[src/logic/erx_regmap_pkg.sv]
/* erx register map
   word indices, control register fields and sticky status bit positions */

`default_nettype none

package erx_regmap_pkg;

   // ####################
   // word indices (byte address bits rfaw+1:2)
   localparam logic [5:0] reg_cfg      = 6'd0; // receive control
   localparam logic [5:0] reg_gpio     = 6'd1; // sampled pins, read only
   localparam logic [5:0] reg_status   = 6'd2; // sticky + live status
   localparam logic [5:0] reg_offset   = 6'd3; // dynamic remap base
   localparam logic [5:0] reg_idelay0  = 6'd4; // low tap nibbles
   localparam logic [5:0] reg_idelay1  = 6'd5; // frame nibble + msbs
   localparam logic [5:0] reg_testdata = 6'd6; // test accumulator

   // ####################
   // receive control fields
   localparam int cfg_test_mode_bit     = 0;
   localparam int cfg_mmu_bit           = 1;
   localparam int cfg_remap_mode_lsb    = 2;  // 2 bits
   localparam int cfg_remap_sel_lsb     = 4;  // 12 bits
   localparam int cfg_remap_pattern_lsb = 16; // 12 bits
   localparam int cfg_timer_lsb         = 28; // 2 bits
   localparam int cfg_rx_enable_bit     = 30;

   // sticky status, cleared by reset only
   localparam int st_timeout_bit       = 0;
   localparam int st_drop_disabled_bit = 1;
   localparam int st_drop_reserved_bit = 2;

endpackage

`default_nettype wire

[src/logic/erx_txn_pkg.sv]
/* erx transaction types
   address, data, tap and timer widths plus the remap mode encoding */

`default_nettype none

package erx_txn_pkg;

   // receive side
   typedef logic [31:0] rx_addr_t;     // destination address
   typedef logic [31:0] rx_data_t;     // payload word

   // register bus
   typedef logic [14:0] mi_addr_t;     // byte address
   typedef logic [31:0] mi_data_t;

   // ####################
   // configuration fields
   typedef logic [11:0] remap_field_t; // upper address bits 31:20
   typedef logic [44:0] idelay_t;      // 9 taps x 5 bits, frame on top
   typedef logic [1:0]  timer_cfg_t;   // 0 = off
   typedef logic [12:0] link_status_t; // live pins, status bits 15:3

   // remap mode field values
   typedef enum logic [1:0] {
      remap_none     = 2'd0,
      remap_static   = 2'd1,
      remap_dynamic  = 2'd2,
      remap_reserved = 2'd3   // traffic dropped
   } remap_mode_e;

endpackage

`default_nettype wire
[src/logic/erx_cfg.sv]
/* erx configuration register file
   write decode, config fields, test accumulator, sticky status, readback */

`default_nettype none

module erx_cfg #(
   parameter int rfaw = 6                           // word index width
) (
   input  wire                             clk,
   input  wire                             reset,
   // register bus
   input  wire                             mi_en,
   input  wire                             mi_we,
   input  wire erx_txn_pkg::mi_addr_t      mi_addr,
   input  wire erx_txn_pkg::mi_data_t      mi_din,
   output erx_txn_pkg::mi_data_t           mi_dout,
   // test accumulator feed
   input  wire                             test_access,
   input  wire erx_txn_pkg::rx_data_t      test_data,
   // status events
   input  wire                             timeout,
   input  wire                             drop_disabled,
   input  wire                             drop_reserved,
   input  wire erx_txn_pkg::link_status_t  link_status,
   input  wire [8:0]                       gpio_datain,
   // config fields
   output logic                            rx_enable,
   output logic                            test_mode,
   output logic                            mmu_enable,
   output erx_txn_pkg::remap_mode_e        remap_mode,
   output erx_txn_pkg::remap_field_t       remap_sel,
   output erx_txn_pkg::remap_field_t       remap_pattern,
   output erx_txn_pkg::rx_addr_t           remap_base,
   output erx_txn_pkg::timer_cfg_t         timer_cfg,
   output erx_txn_pkg::idelay_t            idelay_value,
   output logic                            load_taps
);

   logic [rfaw-1:0]       word_idx;
   logic                  mi_write, mi_read;
   logic                  hit_cfg, hit_gpio, hit_status, hit_offset;
   logic                  hit_idelay0, hit_idelay1, hit_testdata;
   erx_txn_pkg::mi_data_t cfg_q;
   erx_txn_pkg::mi_data_t offset_q;
   erx_txn_pkg::mi_data_t testdata_q;
   erx_txn_pkg::idelay_t  idelay_q;        // raw tap words, 45 live bits
   logic [8:0]            gpio_q;
   logic [2:0]            status_q;        // sticky bits
   erx_txn_pkg::mi_data_t rd_word;

   // ####################
   // decode
   assign word_idx = mi_addr[rfaw+1:2];
   assign mi_write = mi_en & mi_we;
   assign mi_read  = mi_en & ~mi_we;

   assign hit_cfg      = (word_idx == rfaw'(erx_regmap_pkg::reg_cfg));
   assign hit_gpio     = (word_idx == rfaw'(erx_regmap_pkg::reg_gpio));
   assign hit_status   = (word_idx == rfaw'(erx_regmap_pkg::reg_status));
   assign hit_offset   = (word_idx == rfaw'(erx_regmap_pkg::reg_offset));
   assign hit_idelay0  = (word_idx == rfaw'(erx_regmap_pkg::reg_idelay0));
   assign hit_idelay1  = (word_idx == rfaw'(erx_regmap_pkg::reg_idelay1));
   assign hit_testdata = (word_idx == rfaw'(erx_regmap_pkg::reg_testdata));

   // ####################
   // receive control
   always_ff @(posedge clk or posedge reset) begin
      if (reset) begin
         cfg_q <= '0;
      end else if (mi_write && hit_cfg) begin
         cfg_q <= mi_din;
      end
   end

   assign test_mode     = cfg_q[erx_regmap_pkg::cfg_test_mode_bit];
   assign mmu_enable    = cfg_q[erx_regmap_pkg::cfg_mmu_bit];     // pin only
   assign remap_mode    = erx_txn_pkg::remap_mode_e'(cfg_q[erx_regmap_pkg::cfg_remap_mode_lsb +: 2]);
   assign remap_sel     = cfg_q[erx_regmap_pkg::cfg_remap_sel_lsb +: 12];
   assign remap_pattern = cfg_q[erx_regmap_pkg::cfg_remap_pattern_lsb +: 12];
   assign timer_cfg     = cfg_q[erx_regmap_pkg::cfg_timer_lsb +: 2];
   assign rx_enable     = cfg_q[erx_regmap_pkg::cfg_rx_enable_bit];

   // dynamic remap base, payload
   always_ff @(posedge clk) begin
      if (mi_write && hit_offset) begin
         offset_q <= mi_din;
      end
   end
   assign remap_base = offset_q;

   // pins sampled every cycle
   always_ff @(posedge clk) begin
      gpio_q <= gpio_datain;
   end

   // sticky status, set by strobes
   always_ff @(posedge clk or posedge reset) begin
      if (reset) begin
         status_q <= '0;
      end else begin
         if (timeout)       status_q[erx_regmap_pkg::st_timeout_bit]       <= 1'b1;
         if (drop_disabled) status_q[erx_regmap_pkg::st_drop_disabled_bit] <= 1'b1;
         if (drop_reserved) status_q[erx_regmap_pkg::st_drop_reserved_bit] <= 1'b1;
      end
   end

   // ####################
   // idelay taps
   always_ff @(posedge clk or posedge reset) begin
      if (reset) begin
         idelay_q <= '0;
      end else if (mi_write && hit_idelay0) begin
         idelay_q[31:0] <= mi_din;
      end else if (mi_write && hit_idelay1) begin
         idelay_q[44:32] <= mi_din[12:0];     // frame nibble + 9 tap msbs
      end
   end

   // tap n = {bit 36+n, bits 4n+3:4n}
   always_comb begin
      for (int n = 0; n < 9; n++) begin
         idelay_value[5*n +: 5] = {idelay_q[36+n], idelay_q[4*n +: 4]};
      end
   end

   always_ff @(posedge clk or posedge reset) begin
      if (reset) begin
         load_taps <= 1'b0;
      end else begin
         load_taps <= mi_write & hit_idelay1;   // one cycle after the write
      end
   end

   // ####################
   // test accumulator, bus write wins over add
   always_ff @(posedge clk) begin
      if (mi_write && hit_testdata) begin
         testdata_q <= mi_din;
      end else if (test_access) begin
         testdata_q <= testdata_q + test_data; // wraps mod 2^32
      end
   end

   // ####################
   // readback
   always_comb begin
      rd_word = '0;                            // unmapped reads as zero
      if (hit_cfg)      rd_word = cfg_q;
      if (hit_gpio)     rd_word = {23'd0, gpio_q};
      if (hit_status)   rd_word = {16'd0, link_status, status_q};
      if (hit_offset)   rd_word = offset_q;
      if (hit_testdata) rd_word = testdata_q;
   end

   always_ff @(posedge clk or posedge reset) begin
      if (reset) begin
         mi_dout <= '0;
      end else begin
         mi_dout <= mi_read ? rd_word : '0;     // zero unless a read preceded
      end
   end

endmodule

`default_nettype wire

[src/logic/erx_remap.sv]
/* erx receive remap stage
   gates, diverts test traffic, rewrites the destination address */

`default_nettype none

module erx_remap (
   input  wire                             clk,
   input  wire                             reset,
   // incoming transaction
   input  wire                             rx_access,
   input  wire                             rx_write,
   input  wire erx_txn_pkg::rx_addr_t      rx_dstaddr,
   input  wire erx_txn_pkg::rx_data_t      rx_data,
   // config
   input  wire                             rx_enable,
   input  wire                             test_mode,
   input  wire erx_txn_pkg::remap_mode_e   remap_mode,
   input  wire erx_txn_pkg::remap_field_t  remap_sel,
   input  wire erx_txn_pkg::remap_field_t  remap_pattern,
   input  wire erx_txn_pkg::rx_addr_t      remap_base,
   // results, one cycle later
   output logic                            out_access,
   output logic                            out_write,
   output erx_txn_pkg::rx_addr_t           out_dstaddr,
   output erx_txn_pkg::rx_data_t           out_data,
   output logic                            test_access,
   output erx_txn_pkg::rx_data_t           test_data,
   output logic                            drop_disabled,
   output logic                            drop_reserved
);

   erx_txn_pkg::rx_addr_t static_addr;
   erx_txn_pkg::rx_addr_t new_addr;
   erx_txn_pkg::rx_data_t data_q;          // shared by both payload outputs
   logic                  live, is_reserved;

   // static: selected upper bits take the pattern
   always_comb begin
      static_addr        = rx_dstaddr;
      static_addr[31:20] = (rx_dstaddr[31:20] & ~remap_sel) | (remap_pattern & remap_sel);
   end

   always_comb begin
      case (remap_mode)
         erx_txn_pkg::remap_static:  new_addr = static_addr;
         erx_txn_pkg::remap_dynamic: new_addr = rx_dstaddr + remap_base; // mod 2^32
         default:                    new_addr = rx_dstaddr;
      endcase
   end

   // ####################
   // classify, priority order
   assign live        = rx_access & rx_enable;
   assign is_reserved = (remap_mode == erx_txn_pkg::remap_reserved);

   always_ff @(posedge clk or posedge reset) begin
      if (reset) begin
         out_access    <= 1'b0;
         test_access   <= 1'b0;
         drop_disabled <= 1'b0;
         drop_reserved <= 1'b0;
      end else begin
         drop_disabled <= rx_access & ~rx_enable;
         test_access   <= live & test_mode;
         drop_reserved <= live & ~test_mode & is_reserved;
         out_access    <= live & ~test_mode & ~is_reserved;
      end
   end

   // payload, captured on every strobe
   always_ff @(posedge clk) begin
      if (rx_access) begin
         out_write   <= rx_write;
         out_dstaddr <= new_addr;
         data_q      <= rx_data;
      end
   end

   assign out_data  = data_q;
   assign test_data = data_q;

endmodule

`default_nettype wire

[src/logic/erx_timer.sv]
/* erx inactivity timer
   flags receive silence of 64, 256 or 1024 cycles with a one-cycle strobe */

`default_nettype none

module erx_timer (
   input  wire                           clk,
   input  wire                           reset,
   input  wire                           rx_access,   // any activity restarts
   input  wire erx_txn_pkg::timer_cfg_t  timer_cfg,   // 0 = off
   output logic                          timeout
);

   logic [9:0] count;
   logic [9:0] last;                       // limit minus one

   // limit select
   always_comb begin
      case (timer_cfg)
         2'd1:    last = 10'd63;
         2'd2:    last = 10'd255;
         default: last = 10'd1023;         // cfg 0 never counts
      endcase
   end

   // ####################
   // counter
   always_ff @(posedge clk or posedge reset) begin
      if (reset) begin
         count   <= '0;
         timeout <= 1'b0;
      end else begin
         timeout <= 1'b0;
         if (timer_cfg == 2'd0 || rx_access) begin
            count <= '0;                   // held off or restarted
         end else if (count == last) begin
            count   <= '0;                 // wrap and flag
            timeout <= 1'b1;
         end else begin
            count <= count + 10'd1;
         end
      end
   end

endmodule

`default_nettype wire

[src/logic/erx_top.sv]
/* erx receive config slice
   register file, remap stage and inactivity timer */

`default_nettype none

module erx_top #(
   parameter int rfaw = 6
) (
   input  wire                             clk,
   input  wire                             reset,
   // register bus
   input  wire                             mi_en,
   input  wire                             mi_we,
   input  wire erx_txn_pkg::mi_addr_t      mi_addr,
   input  wire erx_txn_pkg::mi_data_t      mi_din,
   output erx_txn_pkg::mi_data_t           mi_dout,
   // receive path
   input  wire                             rx_access,
   input  wire                             rx_write,
   input  wire erx_txn_pkg::rx_addr_t      rx_dstaddr,
   input  wire erx_txn_pkg::rx_data_t      rx_data,
   output logic                            out_access,
   output logic                            out_write,
   output erx_txn_pkg::rx_addr_t           out_dstaddr,
   output erx_txn_pkg::rx_data_t           out_data,
   // pins
   input  wire erx_txn_pkg::link_status_t  link_status,
   input  wire [8:0]                       gpio_datain,
   output logic                            mmu_enable,
   output erx_txn_pkg::idelay_t            idelay_value,
   output logic                            load_taps
);

   // config fields
   logic                      rx_enable, test_mode;
   erx_txn_pkg::remap_mode_e  remap_mode;
   erx_txn_pkg::remap_field_t remap_sel, remap_pattern;
   erx_txn_pkg::rx_addr_t     remap_base;
   erx_txn_pkg::timer_cfg_t   timer_cfg;
   // events into the register file
   logic                      test_access, drop_disabled, drop_reserved, timeout;
   erx_txn_pkg::rx_data_t     test_data;

   // ####################
   erx_cfg #(.rfaw(rfaw)) i_cfg (
      .clk, .reset,
      .mi_en, .mi_we, .mi_addr, .mi_din, .mi_dout,
      .test_access, .test_data,
      .timeout, .drop_disabled, .drop_reserved,
      .link_status, .gpio_datain,
      .rx_enable, .test_mode, .mmu_enable,
      .remap_mode, .remap_sel, .remap_pattern, .remap_base,
      .timer_cfg, .idelay_value, .load_taps
   );

   erx_remap i_remap (
      .clk, .reset,
      .rx_access, .rx_write, .rx_dstaddr, .rx_data,
      .rx_enable, .test_mode,
      .remap_mode, .remap_sel, .remap_pattern, .remap_base,
      .out_access, .out_write, .out_dstaddr, .out_data,
      .test_access, .test_data,
      .drop_disabled, .drop_reserved
   );

   // watches raw receive strobes
   erx_timer i_timer (
      .clk, .reset,
      .rx_access, .timer_cfg,
      .timeout
   );

endmodule

`default_nettype wire

[config.mk]
export PLATFORM = sky130hd
export DESIGN_NAME = erx_top
export DESIGN_NICKNAME = d
export VERILOG_FILES = /design/src/logic/erx_regmap_pkg.sv /design/src/logic/erx_txn_pkg.sv /design/src/logic/erx_cfg.sv /design/src/logic/erx_remap.sv /design/src/logic/erx_timer.sv /design/src/logic/erx_top.sv
export SDC_FILE = /design/constraint.sdc
export NUM_CORES = 1
export LEC_CHECK = 0
export BUFFER_PORTS_ARGS = -buffer_cell sky130_fd_sc_hd__clkbuf_2
export CAP_MARGIN = 25
export CORE_UTILIZATION = 45
export CTS_CLUSTER_DIAMETER = 80
export CTS_CLUSTER_SIZE = 20
export DETAILED_ROUTE_END_ITERATION = 12
export GPL_TIMING_DRIVEN = 0
export PLACE_DENSITY = 0.71
export SKIP_CTS_REPAIR_TIMING = 1
export SYNTH_ARGS = -nofsm -noshare
export SYNTH_HDL_FRONTEND = slang
export SYNTH_SLANG_ARGS = --single-unit
[constraint.sdc]
create_clock -name clk -period 13.05 [get_ports clk]
set_input_delay 2.61 -clock clk [delete_from_list [all_inputs] [get_ports clk]]
set_output_delay 2.61 -clock clk [all_outputs]
set_load 0.05 [all_outputs]
==> qor_table.md, run 1 <==
| Parameter | Value | Unit |
|---|---|---|
| Result of the run | completed | - |
| Unrepaired setup endpoints after global routing | no | - |
| # nets final | 1660 | - |
| Final-report setup violation count | 0 | - |
| Wire length of the first global-routing pass | 58300 | µm |
| Half-perimeter wire length of the detailed placement result | 30000 | µm |
| Number of global-route vias before repair | 10100 | - |
| Endpoint of the worst register-to-register path | i_cfg.testdata_q[30] | - |
| Maximum number of pins on one net before global-route repair | 95 | - |
| Antenna violations before repair | 0 | - |
| Number of DRC markers after the initial detailed-route iteration | 1134 | - |
| Critical path endpoint category | flip-flop | - |
| Post-route total power | 1.90 | mW |
| Mean routed wirelength per cell | 20.9 | µm |
| Minimum period implied by the final worst setup slack | 5060 | ps |
| IO Port Bufs | 274 | - |
| Residual DRC count | 0 | - |
| Number of enable flip-flop cells after synthesis | 129 | - |
| Required time of the critical path | 13300 | ps |
| Summed instance area of the synthesized netlist | 13300 | µm² |
| Worst-margin pin slew | 1110 | ps |
| Post-synth cell types | 80 | - |
| Max-cap violations | 0 | - |
| Ys Warns | 0 | - |
| GP Congestion | 0.909 | - |
| Clock Latency Late Sink | 510 | ps |
| Total vias in the final route | 10400 | - |
| Inserted Clock Buffers | 18 | - |
| Switching share of power | 30.0 | % |
| Max rail drop VDD | 0.106 | mV |
| Number of buffers between clock root and the deepest sink | 3 | - |
| Start of the worst register-to-register path | i_cfg.testdata_q[0] | - |
| Count leader, synth | nand2_1 | - |
| Clock tree from TritonCTS | yes | - |
| Hold Path Stages | 1 | - |
| P_leak | 7.16 | nW |
| Wire length after detailed routing | 38600 | µm |
| Top cells by area in the synthesized netlist | edfxtp_1 (29%), dfrtp_1 (24%), ha_1 (6.4%) | - |
| Number of search-and-repair iterations in the first detailed-routing pass | 6 | - |
| Max Fanout on Critical Path | 7 | - |
| Aggregate global-route resource usage | 25.2 | % |
| Sinks on the clock net | 266 | - |
| Logic gate share of total power | 19.1 | % |
| Share of the synthesized area in the top cell type | 29.0 | % |
| X dimension of the die | 174 | µm |
| Worst R2R Path Depth | 12 | - |
| Reg-to-reg setup timing slack | 9640 | ps |
| Worst Setup Start Kind | input pin | - |
| Final cycle utilization of the critical path | 38.7 | % |
| Final sum of negative setup slack | 0 | ps |
| Max-slew violation count | 0 | - |
| Final worst hold slack | 438 | ps |
| Mean instance size in the synthesized netlist | 11.6 | µm² |
| Post-DP Area | 15300 | µm² |
| Instance count of the mapped netlist | 1151 | - |
| Synthesis-to-layout area growth | 18.9 | % |
| Final-report hold violation count | 0 | - |
| Floorplan die height | 174 | µm |
| Part of the total power dissipated in sequential elements | 50.4 | % |
| P_sw | 572 | µW |
| Endpoint arrival time on the critical path | 5300 | ps |
| End point of the critical path | i_remap.out_dstaddr[31] | - |
| Timing-limited maximum frequency | 0.198 | GHz |
| Initial cell density of the core | 46.1 | % |
| Area of the die | 30300 | µm² |
| Residual overflow from global routing | 0 | - |
| Summed area of non-filler cells in the final layout | 15900 | µm² |
| Cell type with the largest total area after synthesis | edfxtp_1 | - |
| Fill cell count | 2539 | - |
| Leading post-synthesis cells by instance count | nand2_1 (139), edfxtp_1 (129), dfrtp_1 (128) | - |
| Source of the critical timing path | rx_dstaddr[26] | - |
| Antenna Diode Count | 0 | - |
| Count of standard-cell rows | 62 | - |
| Async S/R FF share, synth | 48.1 | % |
| Clock root buffer | clkbuf_16 | - |
| Number of top-level pins | 284 | - |
| Worst-case clock skew | 19.6 | ps |
| Clk network pwr share | 30.6 | % |
| Slew Limit Headroom | 25.9 | % |
| Class of the tightest hold or removal check | reg2reg | - |
| Antenna Violating Nets Remaining | 0 | - |
| Std-Cell Core Area | 28900 | µm² |
| Synthesized flop and latch total | 266 | - |
| Number of nets produced by synthesis | 1360 | - |
| Type of the worst setup path | in2reg | - |
| Post-detailed-route via-to-cell ratio | 5.61 | - |
| Total internal power | 1.33 | mW |
| Maximum level of the CTS H-tree | 1 | - |
| Post-CTS clock slew at the launch and capture registers of the worst setup and hold paths | 90 | ps |
| Share of post-route cells with drive strength above 1 | 27.2 | % |
| Sequential-to-total area share from yosys stat | 54.4 | % |
| Top_reg_cell synth | edfxtp_1 | - |
| Power density normalized to cell area | 120 | nW/µm² |
==> power groups by stage <==
stage          sequential, mW  clock (mW)  combinational, mW
2_1_floorplan            1.07           0              0.151
3_3_place_gp            0.976           0              0.354
3_5_place_dp            0.976           0              0.361
4_1_cts                 0.958       0.593              0.363
5_1_grt                 0.963       0.621              0.389
6_report                0.959       0.582              0.363
==> critical path, cell delays in order <==
cell and delay [ps]:
clkbuf_2 100, ha_1 270, clkbuf_1 270, nand4_1 160, or2_2 310, or4_1 400, o21ai_1 280, xor2_1 210
mux2_1 350, a221o_1 340
==> worst min-delay path by stage <==
stage	from	to	slack [ps]
2_1_floorplan	i_timer.timeout	i_cfg.status_q[0]	410
3_3_place_gp	i_timer.timeout	i_cfg.status_q[0]	420
3_5_place_dp	i_remap.drop_reserved	i_cfg.status_q[2]	420
4_1_cts	i_remap.drop_reserved	i_cfg.status_q[2]	440
5_1_grt	i_remap.drop_reserved	i_cfg.status_q[2]	460
6_report	i_remap.drop_reserved	i_cfg.status_q[2]	440
==> flip-flops by register name, indices dropped and copies added (netlist names) <==
signal / count
i_cfg.cfg_q: 32
i_cfg.gpio_q: 9
i_cfg.idelay_q: 45
i_cfg.load_taps: 1
i_cfg.mi_dout: 32
i_cfg.remap_base: 32
i_cfg.status_q: 3
i_cfg.testdata_q: 32
i_remap.drop_disabled: 1
i_remap.drop_reserved: 1
i_remap.out_access: 1
i_remap.out_data: 32
i_remap.out_dstaddr: 32
i_remap.out_write: 1
i_remap.test_access: 1
i_timer.count: 10
i_timer.timeout: 1
==> metal layers <==
layer	vias to the layer above	track usage (%)	routed length (µm)
met5	-	0	0
met4	0	6.25	818
met3	50	3.52	3210
met2	474	40.6	17800
met1	4966	35.9	16800
li1	4867	-	-
==> per-stage QoR <==
stage,setup slack (ps),instances,utilization (%)
3_3_place_gp,5330,1809,52.5
6_report,7990,1847,54.8
2_1_floorplan,7030,1151,-
3_5_place_dp,7510,1814,52.8
5_1_grt,7870,1847,54.8
4_1_cts,8040,1846,54.8
==> cell type report <==
| class | count | area [µm²] | share of cell area [%] |
|---|---|---|---|
| plain buffers | 45 | 219 | 1.38 |
| clock buffers | 27 | 527 | 3.32 |
| clock inverters | 5 | 42.5 | 0.268 |
| inverters | 28 | 110 | 0.694 |
| multi-input cells | 812 | 5770 | 36.4 |
| flip-flops and latches | 266 | 7260 | 45.7 |
| well taps | 384 | 480 | 3.03 |
| repair buffers | 280 | 1460 | 9.18 |
==> cells in the final DEF (no fill, tap or decap), types with 6 or more instances in the layout <==
cell type / instances
mux2_2: 53
o21ai_1: 20
nor2b_1: 16
a211oi_1: 6
or2_2: 7
a222oi_1: 32
nand3_1: 14
mux2_1: 13
ha_1: 68
o21ai_0: 55
clkbuf_2: 274
dfxtp_1: 9
o21bai_1: 8
xor2_1: 31
nand2_1: 139
a21o_1: 31
inv_1: 27
dfrtp_1: 128
a21oi_1: 85
nand2b_1: 9
and3_1: 9
a22oi_1: 9
clkbuf_16: 20
nand4_1: 8
nor3_1: 6
edfxtp_1: 129
clkbuf_1: 42
o221ai_1: 11
xnor2_1: 33
nor2_1: 68
==> logic make-up after synthesis <==
family	Yosys count	share of synthesized area [%]
and+or+nand+nor	308	10.8
AOI/OAI and AO/OA	302	15.8
DFF	266	54.4
buffers and inverters	73	2.43
adders and majority gates	70	6.68
muxes	68	5.72
xor gates and xnor gates	64	4.20
Note: power is estimated with default switching activity, not from simulation.
==> inputs of run 2 (changes only) <==
ABC_AREA = 1   (was not set)
PLACE_DENSITY = 0.73   (was 0.71)
clock period = 4.12 ns   (was 13.05 ns; I/O delays follow)
==> run 2 against run 1 <==
  * Core utilization decreased by 1.1 points
  * Clock skew barely moved
  * Sequential cell count stayed put
  * Worst hold slack got worse by 43 ps
  * Non-clock buffer count shrank 6
  * Count of clock-buffer cells in the layout shrank 1
  * Global-route usage rose by 3.8 points
  * Critical path depth grew 5
  * Critical path type is now reg2reg
  * Critical endpoint is now i_cfg.testdata_q[26]
==> qor_table.md, run 2 <==
| Parameter | Value | Unit | Change |
|---|---|---|---|
| Result of the run | completed | - |  |
| Aggregate global-route resource usage | 29.0 | % | +3.8 points |
| Summed area of non-filler cells in the final layout | 17400 | µm² | +9.9% |
| Number of top-level pins | 284 | - | unchanged |
| Wire length of the first global-routing pass | 73400 | µm | +26% |
| Number of global-route vias before repair | 13100 | - | +29% |
| Share of the core filled with cells in the final layout | 53.8 | % | -1.1 points |
| Final-report setup violation count | 0 | - | unchanged |
| Residual overflow from global routing | 0 | - | unchanged |
| Slew Limit Headroom | 47.0 | % | +21 points |
| Reg area | 7260 | µm² | unchanged |
| Part of the total power dissipated in sequential elements | 48.7 | % | -1.7 points |
| Clock root buffer | clkbuf_16 | - |  |
| Residual DRC count | 0 | - | unchanged |
| Share of post-route cells with drive strength above 1 | 16.1 | % | -11 points |
| Top_reg_cell synth | edfxtp_1 | - |  |
| Ys Warns | 0 | - | unchanged |
| Max Fanout on Critical Path | 4 | - | -3 |
| Antenna Violating Nets Remaining | 0 | - | unchanged |
| Power density normalized to cell area | 359 | nW/µm² | +200% |
| Mean instance size in the synthesized netlist | 8.02 | µm² | -31% |
| Std-Cell Core Area | 32500 | µm² | +12% |
| Number of DRC markers after the initial detailed-route iteration | 1107 | - | -2.4% |
| Total internal power | 4.23 | mW | +220% |
| Timing-limited maximum frequency | 0.378 | GHz |  |
| X dimension of the die | 183 | µm | +5.3% |
| GP Congestion | 0.975 | - | +7.3% |
| Switching share of power | 32.4 | % | +2.4 points |
| Required time of the critical path | 4400 | ps | -8900 ps |
| IO Port Bufs | 274 | - | unchanged |
| Number of search-and-repair iterations in the first detailed-routing pass | 5 | - | -1 |
| Antenna violations before repair | 1 | - | +1 |
| Clk network pwr share | 30.2 | % | -0.4 points |
| Inserted Clock Buffers | 19 | - | +1 |
| Max-slew violation count | 0 | - | unchanged |
| Final cycle utilization of the critical path | 64.2 | % |  |
| Critical path endpoint category | flip-flop | - |  |
| Max-cap violations | 0 | - | unchanged |
| Wire length after detailed routing | 48500 | µm | +26% |
| Minimum period implied by the final worst setup slack | 2640 | ps |  |
| Clock Latency Late Sink | 530 | ps | +20 ps |
| Clock tree from TritonCTS | yes | - |  |
| Area of the die | 33600 | µm² | +11% |
| Half-perimeter wire length of the detailed placement result | 39900 | µm | +33% |
| Sinks on the clock net | 266 | - | unchanged |
| Maximum number of pins on one net before global-route repair | 42 | - | -56% |
| Logic gate share of total power | 21.0 | % | +1.9 points |
| P_sw | 2.03 | mW | +260% |
| Top cells by area in the synthesized netlist | edfxtp_1 (26%), dfrtp_1 (22%), nand2_1 (14%) | - |  |
| Post-DP Area | 16800 | µm² | +10% |
| Most common library cell in the layout ignoring fill and taps | nand2_1 | - |  |
| # nets final | 2355 | - | +42% |
| Top library cells by usage in the layout, fill and taps aside | nand2_1 (544), inv_1 (285), clkbuf_2 (273), nor2_1 (151), edfxtp_1 (129) | - |  |
| Floorplan die height | 183 | µm | +5.3% |
| Instance count of the mapped netlist | 1846 | - | +60% |
| Final worst hold slack | 395 | ps | -42.7 ps |
| Post-synth cell types | 48 | - | -40% |
| Number of enable flip-flop cells after synthesis | 129 | - | unchanged |
| Endpoint arrival time on the critical path | 2920 | ps | -2380 ps |
| Max rail drop VDD | 0.377 | mV | +260% |
| Post-detailed-route via-to-cell ratio | 5.18 | - | -7.6% |
| Final-report hold violation count | 0 | - | unchanged |
| Largest reg by FF count | i_cfg.idelay_q | - |  |
| Sequential-to-total area share from yosys stat | 49.0 | % | -5.4 points |
| Worst-case clock skew | 19.5 | ps | -0.0551 ps |
| Summed instance area of the synthesized netlist | 14800 | µm² | +11% |
| Class of the tightest hold or removal check | in2async | - |  |
| Maximum level of the CTS H-tree | 1 | - | unchanged |
| Share of the synthesized area in the top cell type | 26.2 | % | -2.9 points |
| P_leak | 8.79 | nW | +23% |
| Area occupied by multi-input gates | 6300 | µm² | +9.1% |
| Worst Setup Start Kind | flip-flop | - |  |
| Unrepaired setup endpoints after global routing | no | - |  |
| Number of buffers between clock root and the deepest sink | 3 | - | unchanged |
| Type of the worst setup path | reg2reg | - |  |
| Count leader, synth | nand2_1 | - |  |
| Count of standard-cell rows | 66 | - | +6.5% |
| Async S/R FF share, synth | 48.1 | % | unchanged |
| Fill cell count | 3104 | - | +22% |
| Flip-flop count of the largest register after layout | 45 | - | unchanged |
| Initial cell density of the core | 45.6 | % | -0.49 points |
| Mean routed wirelength per cell | 18.6 | µm | -11% |
| Post-CTS clock slew at the launch and capture registers of the worst setup and hold paths | 80 | ps | about the same |
| Cell type with the largest total area after synthesis | edfxtp_1 | - |  |
| Synthesized flop and latch total | 266 | - | unchanged |
| Pre-CTS WS | 994 | ps | -6520 ps |
| Worst-margin pin slew | 795 | ps | -315 ps |
| Synthesis-to-layout area growth | 17.8 | % |  |
| Leading post-synthesis cells by instance count | nand2_1 (544), inv_1 (286), nor2_1 (152) | - |  |
| Setup ws final | 1480 | ps | -6520 ps |
| Antenna Diode Count | 0 | - | unchanged |
| Total vias in the final route | 13500 | - | +30% |
| Number of nets produced by synthesis | 2055 | - | +51% |
==> run 2: cell types whose count changed after synthesis, sizes merged, moves of 16 or more <==
cell,previous run,this run
mux2,66,0
o21ai,76,151
nor2,68,157
a222oi,32,0
nand3,14,83
a21oi,91,109
nor2b,16,0
nand2,139,544
xnor2,33,8
a21o,33,2
inv,28,289
xor2,31,4
==> run 2: through the flow <==
step | TNS, ps | instances | power, mW
2_1_floorplan | 0 | 1846 | 3.98
3_3_place_gp | -14810 | 2562 | 4.39
3_5_place_dp | 0 | 2567 | 4.41
4_1_cts | 0 | 2601 | 6.29
5_1_grt | 0 | 2601 | 6.51
6_report | 0 | 2601 | 6.26
==> run 2: layout make-up <==
class                      instances  area share (%)
tap                              442            3.17
timing repair buffer             279            8.45
buffer                            40           0.961
multi-input combinational       1250            36.1
clock inverter                     8           0.438
clock buffer                      26            2.99
inverter                         290            6.26
sequential                       266            41.6
==> run 2: layer usage <==
metal  track usage, %  wire length, µm
met5                0               14
met4             11.5             2070
met3             3.20             2880
met2             47.9            22600
met1             39.0            20900
==> run 2: critical path, stage by stage (launching register included) <==
cell and delay, ps:
edfxtp_1 420, ha_1 220, inv_1 80, fa_1 370
inv_1 130, nand3_1 80, nand2_1 130, nand2_1 60
nand2_1 160, nand2_1 70, nand2_1 110, nand3b_1 210
nand2_1 130, nand2_1 50, nand3_1 110, nand2_1 60
==> run 2: cell families (layout without fill, tap and decap cells) <==
logic type	count (synthesis)	after routing	share of synthesized area, %
XOR/XNOR	12	12	0.710
AND/OR/NAND/NOR	834	834	23.1
flip-flops	266	266	49.0
buffers and inverters	330	643	8.48
AO/OA/AOI/OAI	334	334	12.7
adder cells (fa/ha/maj)	70	70	6.02
==> run 2: final timing paths <==
kind | from | end | slack, ps | cells after the start
setup / recovery | i_cfg.testdata_q[0] | i_cfg.testdata_q[26] | 1480 | 15
hold / removal | reset | i_cfg.mi_dout[6] | 400 | 2
setup reg to reg | i_cfg.testdata_q[0] | i_cfg.testdata_q[26] | 1480 | 15
hold reg to reg | i_remap.drop_disabled | i_cfg.status_q[1] | 440 | 1
max in group asynchronous | reset | i_cfg.mi_dout[21] | 2600 | 5
min in group clk | gpio_datain[6] | i_cfg.gpio_q[6] | 400 | 1
==> run 2: power groups by stage <==
stage | logic [mW] | registers (mW) | clock network, mW
floorplan | 0.530 | 3.45 | 0
global placement | 1.28 | 3.10 | 0
detailed placement | 1.31 | 3.10 | 0
CTS | 1.31 | 3.05 | 1.93
global route | 1.44 | 3.06 | 2.01
finish | 1.32 | 3.05 | 1.89
==> inputs of run 3 (changes only) <==
clock period = 2.3 ns   (was 4.12 ns; I/O delays follow)
==> run 3 against run 2 <==
  * Cell area is 3.7% higher
  * Clock skew is 2.7 ps lower
  * Routed wire length is 2.2% higher
  * Critical path depth down 2
  * Worst hold slack lost 360 ps
  * Sequential power grew 79%
  * Via count rose by 2.2%
  * First-iteration DRC count grew 5.7%
  * Sequential share of layout area shrank 1.5 points
  * Power is 82% higher
  * Largest cell class unchanged
  * Largest power group unchanged
  * Highest routed layer is now met4
==> qor_table.md, run 3 (same netlist as run 2, synthesis figures left out) <==
| Parameter | Value | Unit | Change |
|---|---|---|---|
| Worst-margin pin slew | 817 | ps | +22.3 ps |
| Class of the tightest hold or removal check | in2async | - |  |
| Critical path endpoint category | flip-flop | - |  |
| Antenna Diode Count | 0 | - | unchanged |
| Share of the core filled with cells in the final layout | 55.8 | % | +2.0 points |
| Timing-limited maximum frequency | 0.439 | GHz | +16% |
| Clock root buffer | clkbuf_16 | - |  |
| Aggregate global-route resource usage | 29.1 | % | +0.12 points |
| Half-perimeter wire length of the detailed placement result | 39900 | µm | about the same |
| Endpoint arrival time on the critical path | 2530 | ps | -390 ps |
| Final-report setup violation count | 0 | - | unchanged |
| Flip-flop count of the largest register after layout | 45 | - | unchanged |
| Count of placed standard cells in the final layout, fillers left out | 2622 | - | +0.81% |
| Clock Latency Late Sink | 520 | ps | about the same |
| IO Port Bufs | 274 | - | unchanged |
| Number of search-and-repair iterations in the first detailed-routing pass | 7 | - | +2 |
| Share of post-route cells with drive strength above 1 | 21.0 | % | +4.9 points |
| Worst Setup Start Kind | flip-flop | - |  |
| Slew Limit Headroom | 45.5 | % | -1.5 points |
| Start of the worst register-to-register path | i_cfg.remap_base[0] | - |  |
| Mean routed wirelength per cell | 18.9 | µm | +1.3% |
| Required time of the critical path | 2560 | ps | -1840 ps |
| Number of buffers between clock root and the deepest sink | 3 | - | unchanged |
| Most common library cell in the layout ignoring fill and taps | nand2_1 | - |  |
| GP Congestion | 0.939 | - | -3.7% |
| Number of global-route vias before repair | 13300 | - | +1.3% |
| Wire length after detailed routing | 49500 | µm | +2.2% |
| Maximum level of the CTS H-tree | 1 | - | unchanged |
| Unrepaired setup endpoints after global routing | yes | - |  |
| Inserted Clock Buffers | 19 | - | unchanged |
| Worst-case clock skew | 16.8 | ps | -2.71 ps |
| Floorplan die height | 183 | µm | unchanged |
| Sinks on the clock net | 266 | - | unchanged |
| Count of standard-cell rows | 66 | - | unchanged |
| Antenna violations before repair | 0 | - | -1 |
| Maximum number of pins on one net before global-route repair | 59 | - | +40% |
| Source of the critical timing path | i_cfg.remap_base[0] | - |  |
| Post-CTS clock slew at the launch and capture registers of the worst setup and hold paths | 80 | ps | about the same |
| Max-slew violation count | 0 | - | unchanged |
| Initial cell density of the core | 45.6 | % | unchanged |
| Worst R2R Path Depth | 13 | - | -2 |
| Synthesis-to-layout area growth | 22.2 | % |  |
| Clock tree from TritonCTS | yes | - |  |
| Type of the worst setup path | reg2reg | - |  |
| Minimum period implied by the final worst setup slack | 2280 | ps | -367 ps |
| Top library cells by usage in the layout, fill and taps aside | nand2_1 (523), inv_1 (282), clkbuf_2 (273), nor2_1 (137), edfxtp_1 (129) | - |  |
| Max Fanout on Critical Path | 4 | - | unchanged |
| P_leak | 8.91 | nW | +1.4% |
| Wire length of the first global-routing pass | 73700 | µm | +0.42% |
| Residual overflow from global routing | 0 | - | unchanged |
| Std-Cell Core Area | 32500 | µm² | unchanged |
| # nets final | 2376 | - | +0.89% |
| Final-report hold violation count | 0 | - | unchanged |
| Post-detailed-route via-to-cell ratio | 5.25 | - | +1.4% |
| Final cycle utilization of the critical path | 99.0 | % | +35 points |
| Endpoint of the worst register-to-register path | i_remap.out_dstaddr[28] | - |  |
| Power density normalized to cell area | 630 | nW/µm² | +76% |
| Cell total after placement | 2566 | - | -0.039% |
| Area of the die | 33600 | µm² | unchanged |
| Reg-to-reg setup timing slack | 20 | ps | -1450 ps |
| X dimension of the die | 183 | µm | unchanged |
| Residual DRC count | 0 | - | unchanged |
| Antenna Violating Nets Remaining | 0 | - | unchanged |
| Number of top-level pins | 284 | - | unchanged |
| Result of the run | completed | - |  |
| Max-cap violations | 0 | - | unchanged |
| Largest reg by FF count | i_cfg.idelay_q | - |  |
| Number of DRC markers after the initial detailed-route iteration | 1170 | - | +5.7% |
| Max rail drop VDD | 0.697 | mV | +85% |
| Total vias in the final route | 13800 | - | +2.2% |
| End point of the critical path | i_remap.out_dstaddr[28] | - |  |
==> run 3: cell types whose count changed in the layout (fill, tap and decap cells not counted), sizes merged <==
cell / change
buf: +20
clkinv: -4
clkbuf: +2
clkinvlp: +2
inv: +1
==> run 3: cell type report <==
type	instances	area (µm²)
inverters	290	1100
fillers	3038	14400
plain buffers	40	171
repair buffers	299	1640
clock buffers	28	544
flip-flops and latches	266	7260
repair inverters	1	5.00
multi-input cells	1250	6760
clock inverters	6	70.1
well taps	442	553
==> run 3: critical path: stages (launching register included) <==
cell and delay [ps]:
edfxtp_1 400, ha_2 200, inv_1 50, fa_1 370
inv_2 100, nand2_2 80, o21ai_4 210, nand2_1 100
nand3_2 110, nand2_1 130, nand2_1 90, nand2_1 50
nand3_1 60, a21oi_1 80
==> run 3: worst min-delay path by stage <==
| stage | end | slack, ps | cells after the start |
|---|---|---|---|
| after floorplan | i_cfg.status_q[0] | 410 | 1 |
| after global placement | i_cfg.status_q[2] | 410 | 1 |
| after detailed placement | i_cfg.status_q[2] | 420 | 1 |
| after CTS | i_cfg.gpio_q[5] | 30 | 1 |
| after global routing | i_cfg.gpio_q[8] | 20 | 1 |
| final | i_cfg.mi_dout[6] | 30 | 2 |
==> run 3: routing by layer <==
metal,up-vias,track usage (%),part of all wire [%]
li1,6659,-,-
met1,6545,39.2,43
met2,485,48.9,48
met3,88,3.02,5.8
met4,0,10.1,3.6
met5,-,0,0
==> run 3: through the flow <==
step / worst slack, ps / instance area (µm²) / power [mW] / TNS, ps / hold slack [ps]
after global placement: -594 / 16800 / 7.86 / -105750 / 415
after global routing: -26.2 / 18100 / 11.8 / -83.7 / 19.0
after CTS: -374 / 17500 / 11.3 / -3240 / 28.0
final: 23.1 / 18100 / 11.4 / 0 / 32.5
after floorplan: -12.8 / 14900 / 7.14 / -21.1 / 410
after detailed placement: -537 / 16900 / 7.91 / -30530 / 415
==> run 3: where the power goes <==
group          internal (mW)  switching (mW)  total [mW]  leakage (nW)
clock                   1.71            1.74        3.45         0.301
sequential              5.29           0.167        5.46          3.03
combinational          0.706            1.78        2.49          5.58
total                   7.71            3.69        11.4          8.91
